`src/source/i2cPkg.sv`:
```
/*
 * Register addresses, status codes, baud table and filter depth for the
 * I2C master, plus the packed structs passed between its blocks
 */
package i2cPkg;

  localparam logic [4:0] controlAddr = 5'd0;
  localparam logic [4:0] statusAddr  = 5'd4;
  localparam logic [4:0] dataAddr    = 5'd8;

  localparam int glitchDepth = 3;

  // PCLK cycles per quarter bit, indexed by {cr2, cr10}
  localparam logic [7:0] quarterCycles [8] = '{
    8'd4, 8'd5, 8'd6, 8'd8, 8'd10, 8'd12, 8'd16, 8'd20
  };

  localparam logic [4:0] statusIdle     = 5'd31;
  localparam logic [4:0] statusStart    = 5'd1;
  localparam logic [4:0] statusAddrAck  = 5'd3;
  localparam logic [4:0] statusAddrNack = 5'd4;
  localparam logic [4:0] statusDataAck  = 5'd5;
  localparam logic [4:0] statusDataNack = 5'd6;

  typedef struct packed {
    logic       cr2;
    logic       ens1;
    logic       sta;
    logic       sto;
    logic       si;
    logic       aa;
    logic [1:0] cr10;
  } controlReg_t;

  typedef struct packed {
    logic       tick;
    logic [1:0] quarter;
  } bitPhase_t;

  typedef struct packed {
    logic scl;
    logic sda;
    logic busBusy;
    logic startSeen;
  } lineState_t;

  typedef struct packed {
    logic setSi;
    logic clearSto;
    logic clearSta;
    logic loadShift;
    logic shiftBit;
  } fsmEvents_t;

endpackage

```
`src/source/apbRegisterFile.sv`:
```
/*
 * Control register with hardware set and clear rules, data write strobe
 * and the read mux for control, status and data
 */
`timescale 1ns/1ns
module apbRegisterFile
(
  input  logic                PCLK,
  input  logic                reset,
  input  logic                PSEL,
  input  logic                PENABLE,
  input  logic                PWRITE,
  input  logic [4:0]          PADDR,
  input  logic [7:0]          PWDATA,
  input  i2cPkg::fsmEvents_t  events,
  input  logic [4:0]          statusCode,
  input  logic [7:0]          dataByte,
  output i2cPkg::controlReg_t control,
  output logic                dataWrite,
  output logic [7:0]          PRDATA
);
  import i2cPkg::*;

  logic        writeEnable;
  controlReg_t written;
  controlReg_t controlNext;

  assign writeEnable = PSEL && PENABLE && PWRITE;
  assign dataWrite   = writeEnable && (PADDR == dataAddr);
  assign written     = PWDATA;

  always_comb
  begin
    controlNext = control;
    if (writeEnable && PADDR == controlAddr)
    begin
      controlNext = written;
      // Software can only clear the interrupt flag
      controlNext.si = control.si && written.si;
    end
    if (events.setSi)
      controlNext.si = 1'b1;
    if (events.clearSto)
      controlNext.sto = 1'b0;
    if (events.clearSta)
      controlNext.sta = 1'b0;
    controlNext.si = controlNext.si && controlNext.ens1;
  end

  always_ff @(posedge PCLK)
  begin
    if (reset)
      control <= '0;
    else
      control <= controlNext;
  end

  always_comb
  begin
    case (PADDR)
      controlAddr: PRDATA = control;
      statusAddr:  PRDATA = {statusCode, 3'b000};
      dataAddr:    PRDATA = dataByte;
      default:     PRDATA = 8'h00;
    endcase
  end

  assert property (@(posedge PCLK) disable iff (reset)
    events.setSi |-> control.ens1);

endmodule

```
`src/source/i2cBitTimer.sv`:
```
/*
 * Baud divider giving quarter-bit ticks and the quarter index
 * within the current bit
 */
`timescale 1ns/1ns
module i2cBitTimer
(
  input  logic              PCLK,
  input  logic              reset,
  input  logic              run,
  input  logic [2:0]        baudSelect,
  output i2cPkg::bitPhase_t phase
);
  import i2cPkg::*;

  logic [7:0] quarterCount;
  logic [1:0] quarterIndex;
  logic       tick;

  // Last cycle of a quarter
  assign tick = run && (quarterCount == quarterCycles[baudSelect] - 8'd1);

  always_ff @(posedge PCLK)
  begin
    if (reset || !run)
    begin
      quarterCount <= 8'd0;
      quarterIndex <= 2'd0;
    end
    else if (tick)
    begin
      quarterCount <= 8'd0;
      quarterIndex <= quarterIndex + 2'd1;
    end
    else
    begin
      quarterCount <= quarterCount + 8'd1;
    end
  end

  assign phase.tick    = tick;
  assign phase.quarter = quarterIndex;

endmodule

```
`src/source/i2cDataShifter.sv`:
```
/*
 * Data register with MSB-first shift-out and the bit counter
 */
`timescale 1ns/1ns
module i2cDataShifter
(
  input  logic       PCLK,
  input  logic       reset,
  input  logic       dataWrite,
  input  logic [7:0] writeData,
  input  logic       loadShift,
  input  logic       shiftBit,
  output logic       txBit,
  output logic       byteDone,
  output logic [7:0] dataByte
);

  logic [7:0] dataReg;
  logic [3:0] bitCount;

  // Rotating keeps the written byte readable after a full transfer
  always_ff @(posedge PCLK)
  begin
    if (dataWrite)
      dataReg <= writeData;
    else if (shiftBit)
      dataReg <= {dataReg[6:0], dataReg[7]};
  end

  always_ff @(posedge PCLK)
  begin
    if (reset || loadShift)
      bitCount <= 4'd0;
    else if (shiftBit)
      bitCount <= bitCount + 4'd1;
  end

  assign txBit    = dataReg[7];
  assign byteDone = (bitCount == 4'd8);
  assign dataByte = dataReg;

endmodule

```
`src/source/i2cLineFilter.sv`:
```
/*
 * Glitch filter on SCL and SDA with start and stop detection
 * and the bus-busy level
 */
`timescale 1ns/1ns
module i2cLineFilter
(
  input  logic               PCLK,
  input  logic               reset,
  input  logic               enable,
  input  logic               SCLI,
  input  logic               SDAI,
  output i2cPkg::lineState_t line
);
  import i2cPkg::*;

  logic [glitchDepth-1:0] sclShift;
  logic [glitchDepth-1:0] sdaShift;
  logic sclLevel;
  logic sdaLevel;
  logic sclLast;
  logic sdaLast;
  logic busBusy;
  logic startSeen;
  logic stopSeen;

  always_ff @(posedge PCLK)
  begin
    if (reset || !enable)
    begin
      sclShift <= '1;
      sdaShift <= '1;
      sclLevel <= 1'b1;
      sdaLevel <= 1'b1;
      sclLast  <= 1'b1;
      sdaLast  <= 1'b1;
      busBusy  <= 1'b0;
    end
    else
    begin
      sclShift <= {sclShift[glitchDepth-2:0], SCLI};
      sdaShift <= {sdaShift[glitchDepth-2:0], SDAI};
      // A level is only taken once every stage agrees
      if (&sclShift)
        sclLevel <= 1'b1;
      else if (~|sclShift)
        sclLevel <= 1'b0;
      if (&sdaShift)
        sdaLevel <= 1'b1;
      else if (~|sdaShift)
        sdaLevel <= 1'b0;
      sclLast <= sclLevel;
      sdaLast <= sdaLevel;
      if (startSeen)
        busBusy <= 1'b1;
      else if (stopSeen)
        busBusy <= 1'b0;
    end
  end

  // SDA edges while SCL stays high mark start and stop
  assign startSeen = sclLevel && sclLast && sdaLast && !sdaLevel;
  assign stopSeen  = sclLevel && sclLast && !sdaLast && sdaLevel;

  assign line.scl       = sclLevel;
  assign line.sda       = sdaLevel;
  assign line.busBusy   = busBusy;
  assign line.startSeen = startSeen;

  assert property (@(posedge PCLK) disable iff (reset || !enable)
    startSeen |-> !busBusy);

endmodule

```
`src/source/i2cMaster.sv`:
```
/*
 * I2C master transmitter top level on the APB register bus
 */
`timescale 1ns/1ns
module i2cMaster
(
  input  logic       PCLK,
  input  logic       reset,
  input  logic       PSEL,
  input  logic       PENABLE,
  input  logic       PWRITE,
  input  logic [4:0] PADDR,
  input  logic [7:0] PWDATA,
  output logic [7:0] PRDATA,
  output logic       INT,
  input  logic       SCLI,
  input  logic       SDAI,
  output logic       SCLO,
  output logic       SDAO
);
  import i2cPkg::*;

  controlReg_t control;
  lineState_t  line;
  bitPhase_t   phase;
  fsmEvents_t  events;
  logic [4:0]  statusCode;
  logic [7:0]  dataByte;
  logic        dataWrite;
  logic        run;
  logic        txBit;
  logic        byteDone;

  assign INT = control.si;

  i2cLineFilter u_filter
  (
    .PCLK   (PCLK),
    .reset  (reset),
    .enable (control.ens1),
    .SCLI   (SCLI),
    .SDAI   (SDAI),
    .line   (line)
  );

  i2cBitTimer u_timer
  (
    .PCLK       (PCLK),
    .reset      (reset),
    .run        (run),
    .baudSelect ({control.cr2, control.cr10}),
    .phase      (phase)
  );

  i2cDataShifter u_shifter
  (
    .PCLK      (PCLK),
    .reset     (reset),
    .dataWrite (dataWrite),
    .writeData (PWDATA),
    .loadShift (events.loadShift),
    .shiftBit  (events.shiftBit),
    .txBit     (txBit),
    .byteDone  (byteDone),
    .dataByte  (dataByte)
  );

  i2cMasterFsm u_fsm
  (
    .PCLK       (PCLK),
    .reset      (reset),
    .control    (control),
    .line       (line),
    .phase      (phase),
    .txBit      (txBit),
    .byteDone   (byteDone),
    .run        (run),
    .events     (events),
    .statusCode (statusCode),
    .SCLO       (SCLO),
    .SDAO       (SDAO)
  );

  apbRegisterFile u_regs
  (
    .PCLK       (PCLK),
    .reset      (reset),
    .PSEL       (PSEL),
    .PENABLE    (PENABLE),
    .PWRITE     (PWRITE),
    .PADDR      (PADDR),
    .PWDATA     (PWDATA),
    .events     (events),
    .statusCode (statusCode),
    .dataByte   (dataByte),
    .control    (control),
    .dataWrite  (dataWrite),
    .PRDATA     (PRDATA)
  );

endmodule

```
`src/source/i2cMasterFsm.sv`:
```
/*
 * Master transmit FSM: start, byte and ACK bits, stop, SCL/SDA drive
 * and the status code
 */
`timescale 1ns/1ns
module i2cMasterFsm
(
  input  logic                PCLK,
  input  logic                reset,
  input  i2cPkg::controlReg_t control,
  input  i2cPkg::lineState_t  line,
  input  i2cPkg::bitPhase_t   phase,
  input  logic                txBit,
  input  logic                byteDone,
  output logic                run,
  output i2cPkg::fsmEvents_t  events,
  output logic [4:0]          statusCode,
  output logic                SCLO,
  output logic                SDAO
);
  import i2cPkg::*;

  typedef enum logic [2:0] {
    idle, waitFree, startHold, hold, sendBit, ackBit, stopLow, stopHigh
  } state_t;

  state_t     state;
  state_t     stateNext;
  logic       sdaOut;
  logic       sdaNext;
  logic       addrByte;
  logic       addrNext;
  logic       nack;
  logic       nackNext;
  logic [4:0] statusNext;

  always_comb
  begin
    stateNext  = state;
    sdaNext    = sdaOut;
    addrNext   = addrByte;
    nackNext   = nack;
    statusNext = statusCode;
    events     = '0;
    case (state)
      idle:
        if (control.sta)
          stateNext = waitFree;
      waitFree:
        if (!line.busBusy && !line.startSeen && line.scl)
        begin
          stateNext = startHold;
          sdaNext   = 1'b0;
        end
      startHold:
        if (phase.tick && phase.quarter == 2'd1)
        begin
          stateNext       = hold;
          addrNext        = 1'b1;
          statusNext      = statusStart;
          events.setSi    = 1'b1;
          events.clearSta = 1'b1;
        end
      hold:
        if (!control.si)
        begin
          if (control.sto)
            stateNext = stopLow;
          else
          begin
            stateNext        = sendBit;
            events.loadShift = 1'b1;
          end
        end
      sendBit:
      begin
        // Eight data bits, then the ninth bit becomes the ACK slot
        if (phase.tick && phase.quarter == 2'd0)
        begin
          if (byteDone)
          begin
            stateNext = ackBit;
            sdaNext   = 1'b1;
          end
          else
            sdaNext = txBit;
        end
        if (phase.tick && phase.quarter == 2'd3)
          events.shiftBit = 1'b1;
      end
      ackBit:
      begin
        if (phase.tick && phase.quarter == 2'd2)
          nackNext = line.sda;
        if (phase.tick && phase.quarter == 2'd3)
        begin
          stateNext    = hold;
          addrNext     = 1'b0;
          events.setSi = 1'b1;
          if (addrByte)
            statusNext = nack ? statusAddrNack : statusAddrAck;
          else
            statusNext = nack ? statusDataNack : statusDataAck;
        end
      end
      stopLow:
      begin
        if (phase.tick && phase.quarter == 2'd0)
          sdaNext = 1'b0;
        if (phase.tick && phase.quarter == 2'd1)
          stateNext = stopHigh;
      end
      default:
        if (phase.tick && phase.quarter == 2'd2)
        begin
          stateNext       = idle;
          sdaNext         = 1'b1;
          statusNext      = statusIdle;
          events.clearSto = 1'b1;
        end
    endcase
    if (!control.ens1)
    begin
      stateNext  = idle;
      sdaNext    = 1'b1;
      statusNext = statusIdle;
      events     = '0;
    end
  end

  always_ff @(posedge PCLK)
  begin
    if (reset)
    begin
      state      <= idle;
      sdaOut     <= 1'b1;
      addrByte   <= 1'b0;
      nack       <= 1'b0;
      statusCode <= statusIdle;
    end
    else
    begin
      state      <= stateNext;
      sdaOut     <= sdaNext;
      addrByte   <= addrNext;
      nack       <= nackNext;
      statusCode <= statusNext;
    end
  end

  // SCL is high in the last two quarters of every bit
  always_comb
  begin
    case (state)
      sendBit, ackBit: SCLO = phase.quarter[1];
      hold, stopLow:   SCLO = 1'b0;
      default:         SCLO = 1'b1;
    endcase
  end

  assign run  = state inside {startHold, sendBit, ackBit, stopLow, stopHigh};
  assign SDAO = sdaOut;

  assert property (@(posedge PCLK) disable iff (reset)
    $changed(SDAO) && (state inside {hold, sendBit, ackBit}) |-> !SCLO);

endmodule

```
`config.mk`:
```
export PLATFORM = sky130hd
export DESIGN_NAME = i2cMaster
export DESIGN_NICKNAME = d
export VERILOG_FILES = /design/src/source/i2cPkg.sv /design/src/source/apbRegisterFile.sv /design/src/source/i2cBitTimer.sv /design/src/source/i2cDataShifter.sv /design/src/source/i2cLineFilter.sv /design/src/source/i2cMaster.sv /design/src/source/i2cMasterFsm.sv
export SDC_FILE = /design/constraint.sdc
export NUM_CORES = 1
export LEC_CHECK = 0
export BUFFER_PORTS_ARGS = -buffer_cell sky130_fd_sc_hd__buf_2
export CAP_MARGIN = 20
export CORE_ASPECT_RATIO = 1.4
export CORE_MARGIN = 5
export CORE_UTILIZATION = 40
export CTS_CLUSTER_SIZE = 8
export DETAILED_ROUTE_END_ITERATION = 7
export GPL_TIMING_DRIVEN = 0
export RECOVER_POWER = 100
export SYNTH_ARGS = -nofsm -noshare
export SYNTH_HDL_FRONTEND = slang
export SYNTH_SLANG_ARGS = --single-unit
```
`constraint.sdc`:
```
create_clock -name PCLK -period 4.5 [get_ports PCLK]
set_clock_uncertainty 0.2 [all_clocks]
set_input_delay 0.225 -clock PCLK [delete_from_list [all_inputs] [get_ports PCLK]]
set_output_delay 0.225 -clock PCLK [all_outputs]
set_load 0.01 [all_outputs]
```
==> metrics.cfg, run 1 <==
[power]
p_int_mw=0.643
power_frac_clock_pct=40.0
p_comb_share_pct=3.5
leakagePower_nw=1.10
p_sw_share_pct=21.2
power_density_nw_per_um2=264
pwr-share-seq_pct=56.5
p_sw_mw=0.173
peakVddDrop_v=0.000213

[sta]
fin_tns_setup_ps=0
hold_slack_ps=17.8
tightest_slew_ps=846
fmax_mhz=249
drv_slew=0
hold_violations=0
max_slew_margin_pct=43.5
fin_crit_sh_pct=89.4
layout_min_cycle_time_ps=4020
rsz0062_at_grt=no
finalSetupViolations=0

[synth]
seq_area_frac_synth_pct=40.7
syn-cell-area_sq_um=2700
synthAdderAreaFrac_pct=4.16
syn_inst=293
synth_top_area_share_pct=31.8
ys_ff_latch=51
synth_simple_gate_area_share_pct=20.8
syn-num-nets=322
synth_edf_count=8
synth_top_area_cell=dfxtp_1
synth_compound_area_share_pct=16.6
synthFlopType=dfxtp_1
synth_area_leaders=dfxtp_1, edfxtp_1, mux2i_1
async_reset_ff_share_pct=0
ys.warnings.count=0
synth_mux_area_share_pct=9.25
synthDistinctLibCells=51
synth_xor_area_share_pct=3.56
synth_top_family_by_area=simple AND/OR/NAND/NOR gates
syn_avg_cell_area_sq_um=9.23

[grt]
grtUsageTotal_pct=15.3
grt_max_degree=18
grt_first_pass_wirelength_microns=10400
grt_overflow=0
antenna_found_initial=0
first_global_vias=2246

[finish]
num_antenna_cells=0
nets=365
drive_gt1_share_pct=16.9
syn_to_final_growth_pct=14.3
fin_cells=411

[worst_setup_path]
worst-setup-path-type=flop to flop
crit_slowest_cell=or4b_1
worst_path_dominant_cell_family=simple AND/OR/NAND/NOR gates
worst_setup_path_end_kind=flop
required_ps=4280
reg2reg_slack_ps=480
start_kind=flop
crit_chain=clkbuf_1, xor2_1, nand2b_1, ha_1, xnor2_1, or4_1, or4b_1, a211oi_4, buf_6, nand3_1, nand2_1
cp.arrival_ps=3810
worst-path-buf-inv=2
path_max_fanout=10
r2r-start=u_regs.control[1]$_SDFFE_PP0P_
critPathMaxStageDelay_ps=570
crit_start=u_regs.control[1]$_SDFFE_PP0P_

[floorplan]
core.rowCount=35
start_util_pct=41.2
core_area_sq_um=6570
num_io_pins=31
die-height_microns=107
dieArea_sq_um=8530
die_w_microns=79.5

[routing]
ant_nets=0
vias=2245
dr.pass1.iters=4
post-route-drc-count=0
drt_iter0_markers=71
vias_per_cell=5.46
wl_microns=6190
avgRoutedWirePerCell_microns=15.1

[clock_tree]
cts.clk_slew.worst_paths_ps=100
worstSkewPairLatency_ps=310
ctsRootBufferMaster=clkbuf_8
clkSinkCount=51
ctsHtreeMaxLevel=2
cts_inserted_buffers=5
cts_tree=yes
clk_path_buf_depth=2

[hold_path]
min_path_type=input port to flop
min_from=PWDATA[6]

[placement]
gp_congestion=0.956
io_buffer_count=29
hpwl_microns=4670
dp_cells=396

[status]
status=finished, final reports clean

[flow_run]
cap_violations=0

[stage by stage]
stage	setup slack [ps]	instance area (sq um)	power (mW)	util, %
floorplan	1050	2700	0.482	-
global placement	557	2940	0.496	44.8
detailed placement	490	2940	0.496	44.8
CTS	484	3130	0.828	47.6
global route	247	3090	0.851	47.0
finish	477	3090	0.816	47.0
[flip-flops by register name (all words and copies together), names as in the netlist, 2 cells and up]
register              cells
u_shifter.bitCount        4
u_timer.quarterIndex      2
u_fsm.statusCode          4
u_filter.sdaShift         3
u_fsm.state               3
u_timer.quarterCount      8
u_shifter.dataByte        8
u_filter.sclShift         3
u_regs.control            8
[path summary, 6_finish.rpt]
kind                            cells past startpoint                               to
worst max-delay path                               11  u_shifter.dataByte[6]$_DFFE_PP_
worst min-delay path                                3     u_regs.control[6]$_SDFF_PP0_
worst max register to register                     11  u_shifter.dataByte[6]$_DFFE_PP_
worst min register to register                      1  u_filter.sclShift[2]$_SDFF_PP1_
[worst register-to-register path: stages (launching register included)]
cell and delay [ps]:
dfxtp_1 340, clkbuf_1 390, xor2_1 190, nand2b_1 70, ha_1 290, xnor2_1 120, or4_1 410, or4b_1 570
a211oi_4 360, buf_6 210, nand3_1 190, nand2_1 340
[layout make-up]
| class | instances | area [sq um] |
|---|---|---|
| well taps | 74 | 92.6 |
| inverters | 17 | 63.8 |
| fillers | 658 | 3480 |
| multi-input cells | 211 | 1450 |
| clock buffers | 5 | 68.8 |
| clock inverters | 3 | 46.3 |
| repair buffers | 36 | 203 |
| flip-flops and latches | 51 | 1100 |
| plain buffers | 14 | 67.6 |
[cells in the final DEF (no fill, tap or decap), types with 2 or more instances in the layout]
cell / count
nor3_1: 10
ha_1: 9
a22oi_1: 2
a211oi_1: 3
a21oi_1: 14
and4_1: 2
nor4_1: 2
a31o_2: 3
inv_1: 17
mux2_2: 8
mux2i_1: 16
a41oi_1: 2
clkbuf_1: 21
xor2_1: 8
dfxtp_1: 43
nor2b_1: 2
nor2_1: 25
a311oi_1: 2
and3_1: 3
dlygate4sd3_1: 7
and3_2: 2
or2_2: 9
nor3b_1: 3
nand2_1: 22
nand3_1: 9
o21a_1: 2
edfxtp_1: 8
nand4_1: 4
o21ai_0: 15
or4_1: 2
clkbuf_8: 5
buf_2: 19
xnor2_1: 3
o211ai_1: 3
a221o_1: 2
a31oi_1: 2
buf_4: 2
a22o_1: 3
nand2b_1: 7
[cells by family after synthesis]
group	count (synthesis)
simple gates	107
compound gates	60
flops	51
buf+inv	31
mux	24
xor+xnor	11
fa+ha+maj	9
[synth_stat cells, drive strengths merged, types with 3 or more instances]
cell / instances
edfxtp: 8
mux2: 8
xnor2: 3
nand3: 9
inv: 17
clkbuf: 9
ha: 9
nand4: 4
or2: 9
nor3b: 3
buf: 5
a21oi: 14
a31o: 3
and3: 5
mux2i: 16
o211ai: 3
o21ai: 15
a211oi: 4
nor2: 25
dfxtp: 43
nand2: 22
nand2b: 7
a22o: 3
xor2: 8
nor3: 10
[power by group through the flow]
stage          clock network [mW]  registers (mW)  logic, mW
2_1_floorplan                   0           0.472    0.00995
3_3_place_gp                    0           0.472     0.0240
3_5_place_dp                    0           0.472     0.0243
4_1_cts                     0.337           0.461     0.0290
5_1_grt                     0.358           0.462     0.0314
6_report                    0.326           0.461     0.0283
[routing by layer]
layer | GRT usage [%] | wire length [microns] | up-vias
met5 | 0 | 0 | -
met4 | 5.41 | 102 | 0
met3 | 2.85 | 205 | 9
met2 | 27.7 | 3230 | 37
met1 | 17.8 | 2660 | 1072
li1 | - | - | 1127
[what timing repair did]
item	in CTS	in global routing
resized for setup	0	0
buffers inserted	0	0
hold endpoints to repair	8	0
hold buffers	7	0
Power figures use the tool's default switching activity.
==> run 2: changes to the inputs <==
Clock period 4.5 ns to 4.13 ns, I/O delays scaled along.
==> run 2 against run 1 <==
Net effect:
- largest cell class unchanged
- highest routed layer unchanged
- design area is 0.89% higher
- cell count is 0.49% higher
- worst hold slack better by 9.5 ps
==> metrics.cfg, run 2 (synthesis results as in run 1) <==
[power]
p_sw_mw=0.186  ; +7.4%
pwr-share-seq_pct=56.6  ; about the same
p_sw_share_pct=20.9  ; -0.26 points
power_density_nw_per_um2=285  ; +7.8%
leakagePower_nw=1.11  ; +1.2%
p_comb_share_pct=3.6  ; about the same
p_int_mw=0.702  ; +9.1%
peakVddDrop_v=0.000230  ; +8.1%
power_frac_clock_pct=39.7  ; -0.3 points

[finish]
drive_gt1_share_pct=17.7  ; +0.79 points
nets=367  ; +0.55%
syn_to_final_growth_pct=15.3
num_antenna_cells=0  ; unchanged
multi_input_area_sq_um=1450  ; +0.43%
final_common_cell=dfxtp_1
finish.instance_area_sq_um=3120  ; +0.89%
seqCellArea_sq_um=1100  ; unchanged
finish.utilization_pct=47.4  ; +0.42 points
fillers=654  ; -0.61%
final_cell_mix=dfxtp_1, nor2_1, nand2_1
fin_cells=413  ; +0.49%

[flow_run]
cap_violations=0  ; unchanged

[floorplan]
die_w_microns=79.5  ; unchanged
start_util_pct=41.2  ; unchanged
dieArea_sq_um=8530  ; unchanged
core_area_sq_um=6570  ; unchanged
num_io_pins=31  ; unchanged
die-height_microns=107  ; unchanged
core.rowCount=35  ; unchanged

[sta]
drv_slew=0  ; unchanged
fin_crit_sh_pct=92.4  ; +3.0 points
max_slew_margin_pct=43.7  ; +0.17 points
finalSetupViolations=0  ; unchanged
hold_violations=0  ; unchanged
layout_min_cycle_time_ps=3820  ; -206 ps
tightest_slew_ps=843  ; -2.59 ps
fmax_mhz=262  ; +5.4%
rsz0062_at_grt=no
fin_tns_setup_ps=0  ; unchanged

[worst_setup_path]
critPathMaxStageDelay_ps=530  ; -40 ps
cp.arrival_ps=3620  ; -190 ps
crit_slowest_cell=or4b_4
path_max_fanout=10  ; unchanged
worst-setup-path-type=flop to flop
worst_setup_path_end_kind=flop
crit_chain=clkbuf_1, xor2_1, nand2b_1, ha_1, xnor2_1, or4_1, or4b_4, a211oi_4, buf_6, nand3_1, nand2_2
start_kind=flop
required_ps=3940  ; -340 ps

[clock_tree]
post_cts.repair.setup_buffers=0  ; unchanged
clk_path_buf_depth=2  ; unchanged
clkSinkCount=51  ; unchanged
cts_tree=yes
ctsHtreeMaxLevel=2  ; unchanged
cts_inserted_buffers=5  ; unchanged
cts.clk_slew.worst_paths_ps=100  ; about the same
ctsRootBufferMaster=clkbuf_8
worstSkewPairLatency_ps=310  ; about the same

[routing]
drt_iter0_markers=76  ; +7.0%
post-route-drc-count=0  ; unchanged
ant_nets=0  ; unchanged
dr.pass1.iters=4  ; unchanged
avgRoutedWirePerCell_microns=15.0  ; -0.55%
wl_microns=6190  ; about the same
vias_per_cell=5.47  ; +0.18%
vias=2260  ; +0.67%

[grt]
grt_first_pass_wirelength_microns=10400  ; +0.20%
grt_overflow=0  ; unchanged
antenna_found_initial=0  ; unchanged
grtUsageTotal_pct=15.4  ; +0.017 points
grt_max_degree=18  ; unchanged
first_global_vias=2253  ; +0.31%

[placement]
dp_cells=396  ; unchanged
gp_congestion=0.956  ; unchanged
placed_cell_area_sq_um=2940  ; unchanged
io_buffer_count=29  ; unchanged
hpwl_microns=4670  ; unchanged

[hold_path]
min_path_type=input port to flop

[status]
status=finished, final reports clean

-- run 2: cell types whose count changed in the layout (fill, tap and decap cells not counted), sizes merged --
cell / before / now
dlygate4sd3: 7 / 9
-- run 2: critical path, delay by kind of cell, from the launching register on --
kind,cells,cell delay (ps)
AND/OR/NAND/NOR,5,1480
buffers and inverters,2,540
XOR/XNOR,2,310
flip-flops,1,330
adder cells (fa/ha/maj),1,290
AO/OA/AOI/OAI,1,340
-- run 2: timing repair --
action	CTS	global route
hold buffers	9	0
gates resized for setup	0	3
endpoints found under the hold margin	10	0
endpoints found under the setup margin	0	8
-- run 2: layout make-up --
class / count / area share [%]
inverter: 17 / 2.05
buffer: 14 / 2.21
multi-input combinational: 211 / 46.6
tap: 74 / 2.97
clock buffer: 5 / 2.21
sequential: 51 / 35.3
clock inverter: 3 / 1.49
timing repair buffer: 38 / 7.15
-- run 2: final timing paths --
check	start	to	slack (ps)	cells after the start
worst max register to register	u_regs.control[7]$_SDFFE_PP0P_	u_shifter.dataByte[6]$_DFFE_PP_	310	11
worst min register to register	u_filter.sclShift[1]$_SDFF_PP1_	u_filter.sclShift[2]$_SDFF_PP1_	250	1
worst max-delay path	u_regs.control[7]$_SDFFE_PP0P_	u_shifter.dataByte[6]$_DFFE_PP_	310	11
worst min-delay path	PWDATA[5]	u_shifter.dataByte[5]$_DFFE_PP_	30	2
-- run 2: per-layer routing --
metal  track usage [%]  vias up  routed length (microns)
li1                  -     1133                        -
met1              17.8     1079                     2670
met2              27.7       38                     3190
met3              2.85       10                      213
met4              5.41        0                      114
met5                 0        -                        0
-- run 2: per-stage QoR --
| step | power [mW] | hold slack, ps | setup slack [ps] |
|---|---|---|---|
| floorplan | 0.525 | 78.6 | 680 |
| global placement | 0.540 | 193 | 187 |
| detailed placement | 0.541 | 197 | 120 |
| CTS | 0.903 | 13.4 | 114 |
| global route | 0.928 | 14.9 | 55.4 |
| finish | 0.888 | 27.4 | 312 |
-- run 2: power groups by stage --
stage / sequential [mW] / combinational, mW / clock (mW)
floorplan: 0.514 / 0.0108 / 0
global placement: 0.514 / 0.0261 / 0
detailed placement: 0.514 / 0.0265 / 0
CTS: 0.503 / 0.0331 / 0.367
global route: 0.503 / 0.0358 / 0.390
finish: 0.503 / 0.0322 / 0.353
